--- src/include/fetch_settings.svh ---
/*
  Instruction fetch settings
  Sizes and step constants shared by the fetch stage and its package
*/

`ifndef FETCH_SETTINGS_SVH
`define FETCH_SETTINGS_SVH

// Instruction memory size in bytes
`define FETCH_IMEM_SIZE_BYTE 4096

// Width of one instruction word
`define FETCH_INSN_W 32

// Width of the hardware loop iteration counter
`define FETCH_LOOP_CNT_W 32

// Byte distance between two consecutive instructions
`define FETCH_INSN_STEP 4

`endif

--- src/design/fetch_pkg.sv ---
/*
  Fetch package
  Address, instruction and loop types plus the control-flow opcodes
*/

`include "fetch_settings.svh"

package fetch_pkg;

  // Byte address width into the instruction memory
  localparam int IMEM_ADDR_W = $clog2(`FETCH_IMEM_SIZE_BYTE);

  typedef logic [IMEM_ADDR_W-1:0] imem_addr_t;

  // One extra bit so a loop can end just past the last word of memory
  typedef logic [IMEM_ADDR_W:0] loop_end_addr_t;

  typedef logic [`FETCH_INSN_W-1:0] insn_t;

  typedef logic [`FETCH_LOOP_CNT_W-1:0] loop_cnt_t;

  // Opcodes after which the next address is not known at fetch time
  localparam logic [6:0] OPC_BRANCH = 7'b1100011;
  localparam logic [6:0] OPC_JAL    = 7'b1101111;
  localparam logic [6:0] OPC_JALR   = 7'b1100111;

endpackage

--- src/design/prefetch_ctrl.sv ---
/*
  Prefetch control
  Picks the next instruction memory address and checks requests against the prefetch
*/

`timescale 1ns/1ps

module prefetch_ctrl (
  input  logic                     clk_i,
  input  logic                     rst_ni,

  input  logic                     prefetch_en_i,

  input  logic                     fetch_req_valid_i,
  input  fetch_pkg::imem_addr_t    fetch_req_addr_i,

  input  fetch_pkg::insn_t         imem_rdata_i,
  input  logic                     imem_rvalid_i,

  input  fetch_pkg::imem_addr_t    prefetch_addr_i,
  input  fetch_pkg::imem_addr_t    seq_addr_i,

  input  logic                     prefetch_loop_active_i,
  input  fetch_pkg::loop_cnt_t     prefetch_loop_iterations_i,
  input  fetch_pkg::loop_end_addr_t prefetch_loop_end_addr_i,
  input  fetch_pkg::imem_addr_t    prefetch_loop_jump_addr_i,
  input  logic                     prefetch_ignore_errs_i,

  output fetch_pkg::imem_addr_t    imem_addr_o,
  output logic                     prefetch_load_o,
  output logic                     fetch_en_o,
  output logic                     insn_addr_err_o
);

  import fetch_pkg::*;

  logic rvalid_kill_q;
  logic rvalid_kill_d;
  logic rvalid_final;
  logic addr_match;
  logic prefetch_fail;
  logic loop_wrap;

  // Only the opcode field decides whether the word redirects control flow
  function automatic logic insn_is_branch(insn_t insn);
    return insn[6:0] inside {OPC_BRANCH, OPC_JAL, OPC_JALR};
  endfunction

  // The word arriving right after a branch belongs to an address we did not load
  assign rvalid_final = imem_rvalid_i & ~rvalid_kill_q;

  assign addr_match = (fetch_req_addr_i == prefetch_addr_i);

  // A request fails when nothing valid was prefetched or the wrong word was
  assign prefetch_fail = fetch_req_valid_i & (~rvalid_final | ~addr_match);

  assign loop_wrap = ({1'b0, prefetch_addr_i} == prefetch_loop_end_addr_i) &&
                     prefetch_loop_active_i &&
                     (prefetch_loop_iterations_i > loop_cnt_t'(1));

  always_comb begin
    imem_addr_o     = seq_addr_i;
    rvalid_kill_d   = 1'b0;
    prefetch_load_o = prefetch_en_i;

    if (!fetch_req_valid_i) begin
      // Stalled, so keep reading the word the execute stage will want next
      imem_addr_o = prefetch_addr_i;
    end else if (prefetch_fail) begin
      imem_addr_o = fetch_req_addr_i;
    end else if (insn_is_branch(imem_rdata_i)) begin
      // Target is unknown here, so stop and wait for the next request
      rvalid_kill_d   = 1'b1;
      prefetch_load_o = 1'b0;
    end else if (loop_wrap) begin
      imem_addr_o = prefetch_loop_jump_addr_i;
    end
  end

  always_ff @(posedge clk_i or negedge rst_ni) begin
    if (!rst_ni) begin
      rvalid_kill_q <= 1'b0;
    end else begin
      rvalid_kill_q <= rvalid_kill_d;
    end
  end

  assign fetch_en_o = rvalid_final & fetch_req_valid_i & addr_match;

  // The prefetcher is either right or idle, so a valid mismatch points to a fault
  assign insn_addr_err_o = rvalid_final & fetch_req_valid_i & ~prefetch_ignore_errs_i &
                           ~addr_match;

endmodule

--- src/design/prefetch_addr_counter.sv ---
/*
  Prefetch address counter
  Holds the prefetched word's address and offers the next sequential one
*/

`timescale 1ns/1ps

`include "fetch_settings.svh"

module prefetch_addr_counter (
  input  logic                  clk_i,
  input  logic                  rst_ni,

  input  logic                  load_i,
  input  fetch_pkg::imem_addr_t load_addr_i,

  output fetch_pkg::imem_addr_t prefetch_addr_o,
  output fetch_pkg::imem_addr_t seq_addr_o
);

  import fetch_pkg::*;

  imem_addr_t addr_q;

  // Reloaded from whatever address the controller sent to memory
  always_ff @(posedge clk_i or negedge rst_ni) begin
    if (!rst_ni) begin
      addr_q <= '0;
    end else if (load_i) begin
      addr_q <= load_addr_i;
    end
  end

  assign prefetch_addr_o = addr_q;

  // Wraps at the top of memory
  assign seq_addr_o = addr_q + imem_addr_t'(`FETCH_INSN_STEP);

endmodule

--- src/design/fetch_resp_stage.sv ---
/*
  Fetch response stage
  Registers the fetched word, its address and the response valid flag
*/

`timescale 1ns/1ps

module fetch_resp_stage (
  input  logic                  clk_i,
  input  logic                  rst_ni,

  input  logic                  fetch_en_i,
  input  logic                  fetch_req_valid_i,
  input  logic                  fetch_resp_clear_i,

  input  fetch_pkg::insn_t      imem_rdata_i,
  input  fetch_pkg::imem_addr_t prefetch_addr_i,

  output logic                  fetch_resp_valid_o,
  output fetch_pkg::imem_addr_t fetch_resp_addr_o,
  output fetch_pkg::insn_t      fetch_resp_data_o
);

  import fetch_pkg::*;

  logic       resp_valid_q;
  logic       resp_valid_d;
  imem_addr_t resp_addr_q;
  insn_t      resp_data_q;

  // A request either hits the prefetch or leaves no response.
  // Without a request the response is kept until it is cleared.
  assign resp_valid_d = fetch_req_valid_i ? fetch_en_i :
                                            resp_valid_q & ~fetch_resp_clear_i;

  always_ff @(posedge clk_i or negedge rst_ni) begin
    if (!rst_ni) begin
      resp_valid_q <= 1'b0;
    end else begin
      resp_valid_q <= resp_valid_d;
    end
  end

  // Payload only moves on a hit, the valid flag says whether it is meaningful
  always_ff @(posedge clk_i) begin
    if (fetch_en_i) begin
      resp_addr_q <= prefetch_addr_i;
      resp_data_q <= imem_rdata_i;
    end
  end

  assign fetch_resp_valid_o = resp_valid_q;
  assign fetch_resp_addr_o  = resp_addr_q;
  assign fetch_resp_data_o  = resp_data_q;

endmodule

--- src/design/insn_fetch_unit.sv ---
/*
  Instruction fetch unit
  Prefetches one word ahead and hands it to the execute stage on a matching request
*/

`timescale 1ns/1ps

module insn_fetch_unit (
  input  logic                      clk_i,
  input  logic                      rst_ni,

  // Instruction memory, read only
  output logic                      imem_req_o,
  output fetch_pkg::imem_addr_t     imem_addr_o,
  input  fetch_pkg::insn_t          imem_rdata_i,
  input  logic                      imem_rvalid_i,

  // Request from the execute stage
  input  logic                      fetch_req_valid_i,
  input  fetch_pkg::imem_addr_t     fetch_req_addr_i,

  // Response to the execute stage
  output logic                      fetch_resp_valid_o,
  output fetch_pkg::imem_addr_t     fetch_resp_addr_o,
  output fetch_pkg::insn_t          fetch_resp_data_o,
  input  logic                      fetch_resp_clear_i,

  output logic                      insn_addr_err_o,

  input  logic                      prefetch_en_i,
  input  logic                      prefetch_loop_active_i,
  input  fetch_pkg::loop_cnt_t      prefetch_loop_iterations_i,
  input  fetch_pkg::loop_end_addr_t prefetch_loop_end_addr_i,
  input  fetch_pkg::imem_addr_t     prefetch_loop_jump_addr_i,
  input  logic                      prefetch_ignore_errs_i
);

  import fetch_pkg::*;

  logic       prefetch_load;
  logic       fetch_en;
  imem_addr_t prefetch_addr;
  imem_addr_t seq_addr;

  // Memory is read whenever the controller allows prefetching
  assign imem_req_o = prefetch_en_i;

  prefetch_ctrl prefetch_ctrl_inst (
    .clk_i                      (clk_i),
    .rst_ni                     (rst_ni),
    .prefetch_en_i              (prefetch_en_i),
    .fetch_req_valid_i          (fetch_req_valid_i),
    .fetch_req_addr_i           (fetch_req_addr_i),
    .imem_rdata_i               (imem_rdata_i),
    .imem_rvalid_i              (imem_rvalid_i),
    .prefetch_addr_i            (prefetch_addr),
    .seq_addr_i                 (seq_addr),
    .prefetch_loop_active_i     (prefetch_loop_active_i),
    .prefetch_loop_iterations_i (prefetch_loop_iterations_i),
    .prefetch_loop_end_addr_i   (prefetch_loop_end_addr_i),
    .prefetch_loop_jump_addr_i  (prefetch_loop_jump_addr_i),
    .prefetch_ignore_errs_i     (prefetch_ignore_errs_i),
    .imem_addr_o                (imem_addr_o),
    .prefetch_load_o            (prefetch_load),
    .fetch_en_o                 (fetch_en),
    .insn_addr_err_o            (insn_addr_err_o)
  );

  prefetch_addr_counter prefetch_addr_counter_inst (
    .clk_i           (clk_i),
    .rst_ni          (rst_ni),
    .load_i          (prefetch_load),
    .load_addr_i     (imem_addr_o),
    .prefetch_addr_o (prefetch_addr),
    .seq_addr_o      (seq_addr)
  );

  fetch_resp_stage fetch_resp_stage_inst (
    .clk_i              (clk_i),
    .rst_ni             (rst_ni),
    .fetch_en_i         (fetch_en),
    .fetch_req_valid_i  (fetch_req_valid_i),
    .fetch_resp_clear_i (fetch_resp_clear_i),
    .imem_rdata_i       (imem_rdata_i),
    .prefetch_addr_i    (prefetch_addr),
    .fetch_resp_valid_o (fetch_resp_valid_o),
    .fetch_resp_addr_o  (fetch_resp_addr_o),
    .fetch_resp_data_o  (fetch_resp_data_o)
  );

endmodule

--- config.mk ---
export PLATFORM = sky130hd
export DESIGN_NAME = insn_fetch_unit
export DESIGN_NICKNAME = d
export VERILOG_FILES = /design/src/design/fetch_pkg.sv /design/src/design/prefetch_ctrl.sv /design/src/design/prefetch_addr_counter.sv /design/src/design/fetch_resp_stage.sv /design/src/design/insn_fetch_unit.sv
export VERILOG_INCLUDE_DIRS = /design/src /design/src/include
export SDC_FILE = /design/constraint.sdc
export NUM_CORES = 1
export LEC_CHECK = 0
export BUFFER_PORTS_ARGS = -buffer_cell sky130_fd_sc_hd__buf_2
export CAP_MARGIN = 10
export CORE_MARGIN = 1
export CORE_UTILIZATION = 45
export CTS_BUF_LIST = sky130_fd_sc_hd__clkbuf_4 sky130_fd_sc_hd__clkbuf_8
export CTS_CLUSTER_SIZE = 16
export DETAILED_ROUTE_END_ITERATION = 7
export PLACE_DENSITY = 0.9
export SYNTH_ARGS = -nofsm -noshare
export SYNTH_HDL_FRONTEND = slang
export SYNTH_SLANG_ARGS = --single-unit
--- constraint.sdc ---
create_clock -name clk_i -period 6.4 [get_ports clk_i]
set_clock_uncertainty 0.1 [all_clocks]
set_input_delay 0.96 -clock clk_i [delete_from_list [all_inputs] [get_ports clk_i]]
set_output_delay 0.96 -clock clk_i [all_outputs]
set_load 0.005 [all_outputs]
== Word-level counts from Yosys, hierarchy flattened ==
Cells that the tools add are included.

* Register bits: 58
* Output and inout bits: 59
* Word-level logic and storage cells: 39

* Add/sub/neg operators: 1
* Order comparisons: 1
* Eq/ne operators: 5
* Mux-type cells: 11
* Bitwise operators: 13
* Reductions and logical operators: 3

{| class="wikitable"
|+ Operators by type and width
! operator !! count
|-
| $mux W12 || 4
|-
| $gt A32 B1 Y1 const B || 1
|-
| $eq A7 B7 Y1 const B || 3
|-
| $eq A12 B13 Y1 || 1
|-
| $add A12 B3 Y12 const B || 1
|-
| $eq A12 B12 Y1 || 1
|-
| $and A1 B1 Y1 || 7
|-
| $mux W1 || 7
|-
| $not A1 Y1 || 5
|-
| $reduce_bool A3 Y1 || 1
|-
| $logic_and A1 B1 Y1 || 2
|-
| $or A1 B1 Y1 || 1
|}

== Depth between registers and ports, before layout ==
* Depth in word-level cells: 7
* Depth in mapped cells: 9

== By module ==
From an unflattened synthesis, not the netlist that was laid out.

* Cells, all modules: 232
* Area, all modules: 2,851.5 µm²

{| class="wikitable"
|+ By module, submodules not included
! module !! instances !! cells each !! area each (µm²)
|-
| fetch_resp_stage || 1 || 48 || 1,365.1
|-
| prefetch_ctrl || 1 || 128 || 864.6
|-
| prefetch_addr_counter || 1 || 55 || 614.3
|-
| insn_fetch_unit || 1 || 1 || 7.5
|}

== Worst setup path before layout ==
Ideal clock, no wire load.

* Kind: input to output
* Start: input fetch_req_addr_i[2]
* End: output imem_addr_o[9]
* Data arrival time: 2.409 ns
* Required time: 5.340 ns
* Setup slack: 2.931 ns
* Stages: 7
* Buffers on the path: 1
* Path through: xor2_1 > nor4_1 > nand4_1 > buf_2 > and2_1 > a311oi_2 > a21oi_1

* Longest elaborated chain between the ends: 6

{| class="wikitable"
|+ RTL lines
! what !! line !! RTL
|-
| start, declared || insn_fetch_unit.sv:20 || <nowiki>input fetch_pkg::imem_addr_t fetch_req_addr_i,</nowiki>
|-
| $eq A12 B12 Y1 || prefetch_ctrl.sv:52 || <nowiki>assign addr_match = (fetch_req_addr_i == prefetch_addr_i);</nowiki>
|-
| $not A1 Y1 || prefetch_ctrl.sv:55 || <nowiki>assign prefetch_fail = fetch_req_valid_i & (~rvalid_final | ~addr_match);</nowiki>
|-
| $or A1 B1 Y1 || prefetch_ctrl.sv:55 ||
|-
| $and A1 B1 Y1 || prefetch_ctrl.sv:55 ||
|-
| $mux W12 || prefetch_ctrl.sv:69 || <nowiki>end else if (prefetch_fail) begin</nowiki>
|-
| $mux W12 || prefetch_ctrl.sv:66 || <nowiki>if (!fetch_req_valid_i) begin</nowiki>
|-
| end, declared || insn_fetch_unit.sv:14 || <nowiki>output fetch_pkg::imem_addr_t imem_addr_o,</nowiki>
|}

Every way passes these cells.

== Worst setup path after layout ==
* Start: input prefetch_loop_end_addr_i[8]
* End: output imem_addr_o[10]

* Longest elaborated chain between the ends: 7

{| class="wikitable"
|+ RTL lines
! what !! line !! RTL
|-
| start, declared || insn_fetch_unit.sv:33 || <nowiki>input fetch_pkg::loop_end_addr_t prefetch_loop_end_addr_i,</nowiki>
|-
| $eq A12 B13 Y1 || prefetch_ctrl.sv:57 || <nowiki>assign loop_wrap = ({1'b0, prefetch_addr_i} == prefetch_loop_end_addr_i) &&</nowiki>
|-
| $logic_and A1 B1 Y1 || prefetch_ctrl.sv:57 ||
|-
| $logic_and A1 B1 Y1 || prefetch_ctrl.sv:58 || <nowiki>prefetch_loop_active_i &&</nowiki>
|-
| $mux W12 || prefetch_ctrl.sv:75 || <nowiki>end else if (loop_wrap) begin</nowiki>
|-
| $mux W12 || prefetch_ctrl.sv:71 || <nowiki>end else if (insn_is_branch(imem_rdata_i)) begin</nowiki>
|-
| $mux W12 || prefetch_ctrl.sv:69 ||
|-
| $mux W12 || prefetch_ctrl.sv:66 ||
|}

Every way passes these cells.

==> summary.txt <==
Clock tree
  – Maximum root-to-sink buffer count: 2
  – H-tree level count: 3
  – Sink count of the clock tree: between 50 and 60
  – Clk pin slew, worst setup/hold paths: about 70 ps
  – Clock tree from TritonCTS: built
  – Root Driver: sky130_fd_sc_hd__clkbuf_8
  – Number of CTS-inserted buffers: 9
  – Clock latency of the later-clocked register in the worst-skew pair: roughly 330 ps
  – Hold Buf Count CTS: 0
  – Cells resized by post-CTS repair: 0
  – Number of buffers added for setup after CTS: 0

Synth
  – Post-synthesis cell type count: 46
  – Cell area after synthesis: about 3000 um^2
  – Mean Syn Cell Area: 11.8 um^2
  – Area share of the largest cell type after synthesis: 0.441
  – Net count after synthesis: about 360
  – Most used flip-flop cell after synthesis: sky130_fd_sc_hd__edfxtp_1
  – EDFF count, synth: 44
  – Fraction of registers with async set/reset: 0.241
  – Number of storage elements in the synthesis netlist: just under 60
  – Main area contributors after synthesis: sky130_fd_sc_hd__edfxtp_1, sky130_fd_sc_hd__dfrtp_1, sky130_fd_sc_hd__xor2_1
  – Ys Warns: 0
  – Cells after synthesis: 254
  – Sequential element share of the synthesized area: 0.558
  – Synth area leader: sky130_fd_sc_hd__edfxtp_1

Pwr
  – Max IR drop VDD: around 0.19 mV
  – Reported leakage power: between 1.5 and 2 nW
  – Proportion of total power due to net switching: 0.274
  – Pwr per Cell Area: between 200 and 250 nW/um^2
  – Comb pwr share: 0.156
  – Internal portion of total power: 673 uW
  – Total power consumption of the routed design: roughly 930 uW
  – Clk pwr share: 0.356
  – Flop pwr share: 0.488
  – Switching component of the power: 253 uW

Worst setup path
  – Kind of launch point of the worst setup path: input pin
  – Category of the critical setup timing path: in2out
  – Largest fanout of any net on the critical path: 12
  – Required time worst endpoint: between 5000 and 6000 ps
  – Arrival time of the worst setup path: approximately 3300 ps
  – Setup crit end kind: primary output

Cells and area
  – Layout net count: 523
  – Relative area change from synthesis to final layout: 33.6%
  – Fill cell total of the finished layout: 490
  – Area used by multi-input combinational logic: 1190 um^2
  – Number of antenna repair diodes: 0
  – Sequential Area: 1670 um^2
  – Post-route cell area: between 4000 and 5000 um^2
  – Fraction of layout instances using a drive strength above 1: 0.469

STA
  – Relative max-transition margin: 0.327
  – Fin. Hold Viols: 0
  – Total Negative Setup Slacks: 0 ps
  – Least-Margin Pin Slew: roughly 1000 ps
  – Count of endpoints failing setup in the final report: 0
  – Final critical delay including setup and external delays: between 4000 and 5000 ps
  – Top achievable clock speed: about 230 MHz
  – RSZ-0062 raised after global routing: false
  – Final setup margin: 2080 ps
  – Count of final max-slew check failures: 0
  – Final clock period utilization by the worst path: 0.675

Route
  – Routed wire length: around 8.4 mm
  – Detailed-route wire length per cell: roughly 17 um
  – Remaining design rule violation count: 0
  – Via count: around 2,700
  – Number of iterations in the first detailed-routing pass: 4
  – Drt first-iter violations: roughly 160
  – Post-DRT Antenna Nets: 0
  – Vias per cell: between 5 and 6

Die
  – Area enclosed by the die boundary: approximately 7000 um^2
  – Initial standard-cell utilization of the core: 0.469
  – Standard-cell row count: 29
  – Die Span Y: around 84 um
  – Core area: roughly 6400 um^2
  – Num ports: roughly 170
  – Floorplan die width: 83.6 um

Placed design
  – Placed instance area: about 3800 um^2
  – Worst-case setup slack after placement: 2080 ps
  – Global placer's final weighted congestion: roughly 0.85
  – Detailed Place HPWL: roughly 6.4 mm
  – Count of buffers inserted at the top-level ports: 166

Global routing
  – Wire length of the first global-routing pass: between 10 and 15 mm
  – Vias in the first global route: 2,809
  – Initial antenna violation count: 0
  – GRT Resource Usage Total: 0.248
  – Pin count of the biggest net entering global routing: 45
  – Total global routing overflow: 0

Min path
  – Type of the tightest min-delay check: in2async

Flow run
  – Maximum Capacitance Violations: 0

Status
  – Outcome: finished, final reports clean
-- synthesized netlist by cell type, drive strengths merged, types with 5 or more instances --
master  count
edfxtp     44
xor2       25
nand2      19
nor2       19
dfrtp      14
buf        12
nor4       12
a31oi      11
mux2i      10
and2        9
nand4       9
a21oi       7
clkbuf      7
xnor2       7
nand2b      5
-- per-stage QoR --
step / util / std cells / hold WS, ps
2_1_floorplan: - / 254 / 320
3_5_place_dp: 0.597 / 479 / 445
4_1_cts: 0.627 / 495 / 433
3_3_place_gp: 0.597 / 479 / 435
6_report: 0.627 / 495 / 419
5_1_grt: 0.627 / 495 / 436
-- power by group through the flow --
stage,clock (mW),combinational [mW],sequential [mW]
4_1_cts,0.332,0.145,0.451
5_1_grt,0.349,0.160,0.454
6_report,0.330,0.144,0.452
2_1_floorplan,0,0.106,0.434
3_5_place_dp,0,0.143,0.459
3_3_place_gp,0,0.138,0.458
-- cell usage in the layout (no fill, tap or decap), drive strengths merged, types with 2 or more instances in the layout --
cell type,netlist,layout
o22a,2,2
edfxtp,44,44
xnor2,7,7
nand2b,5,5
and2,9,9
dfrtp,14,14
clkbuf,7,9
and4,2,2
o21a,2,2
o22ai,4,4
clkinv,0,5
nand4,9,9
o21ai,4,4
xor2,25,25
o32a,2,2
nor4,12,12
and3,4,4
nor3,2,2
inv,3,3
a21oi,7,7
nand2,19,19
nand3,4,4
nor2b,2,2
a31oi,11,11
nor2,19,19
buf,12,167
mux2i,10,10
o32ai,4,4
-- logic make-up (layout without fill, tap and decap cells) --
kind of cell | Yosys count | after routing | synth area share
AOI/OAI and AO/OA | 41 | 41 | 0.0972
xor gates and xnor gates | 32 | 32 | 0.0960
adders and majority gates | 1 | 1 | 0.00417
buffers and inverters | 22 | 186 | 0.0447
DFF | 58 | 58 | 0.558
muxes | 11 | 11 | 0.0371
and+or+nand+nor | 89 | 89 | 0.163
-- flip-flops by register name, summed over array words and instances (netlist names) --
name and cells:
fetch_resp_stage_inst.fetch_resp_addr_o 12, fetch_resp_stage_inst.fetch_resp_data_o 32, fetch_resp_stage_inst.fetch_resp_valid_o 1, prefetch_addr_counter_inst.prefetch_addr_o 12, prefetch_ctrl_inst.rvalid_kill_q 1
-- worst max-delay path: stages --
cell and delay (ps):
sky130_fd_sc_hd__buf_2 100, sky130_fd_sc_hd__xor2_1 150, sky130_fd_sc_hd__nor4_1 490, sky130_fd_sc_hd__nand4_1 240, sky130_fd_sc_hd__nor3_4 660, sky130_fd_sc_hd__mux2_2 430, sky130_fd_sc_hd__nor2_1 100, sky130_fd_sc_hd__buf_2 130
-- final timing paths --
| path | cells after the start | end | slack [ps] | from |
|---|---|---|---|---|
| setup / recovery | 8 | imem_addr_o[10] | 2080 | prefetch_loop_end_addr_i[8] |
| hold reg to reg | 2 | fetch_resp_stage_inst.fetch_resp_valid_o | 450 | fetch_resp_stage_inst.fetch_resp_valid_o |
| hold / removal | 1 | prefetch_addr_counter_inst.prefetch_addr_o[8] | 420 | rst_ni |
| min in group clk_i | 2 | fetch_resp_stage_inst.fetch_resp_valid_o | 450 | fetch_resp_stage_inst.fetch_resp_valid_o |
| max in group asynchronous | 1 | prefetch_addr_counter_inst.prefetch_addr_o[9] | 5520 | rst_ni |
| setup reg to reg | 4 | fetch_resp_stage_inst.fetch_resp_addr_o[11] | 3410 | prefetch_addr_counter_inst.prefetch_addr_o[2] |
-- area by class of cell --
cell class                      instances  share of cell area
Sequential cell                        58               0.417
Multi-Input combinational cell        174               0.298
Timing Repair Buffer                  167               0.209
Clock buffer                            9              0.0309
Tap cell                               77              0.0241
Clock inverter                          7              0.0175
Inverter                                3             0.00281
-- routing by layer --
layer  global-route usage  vias up  wire length, um  part of all wire
met2                0.421      162             4180              0.50
met4                0.120        0              240             0.029
met5                    0        -                0                 0
met1                0.287     1268             3210              0.38
li1                     -     1257                -                 -
met3               0.0702       21              755             0.090
No activity file was read; power rests on OpenSTA's default activity.
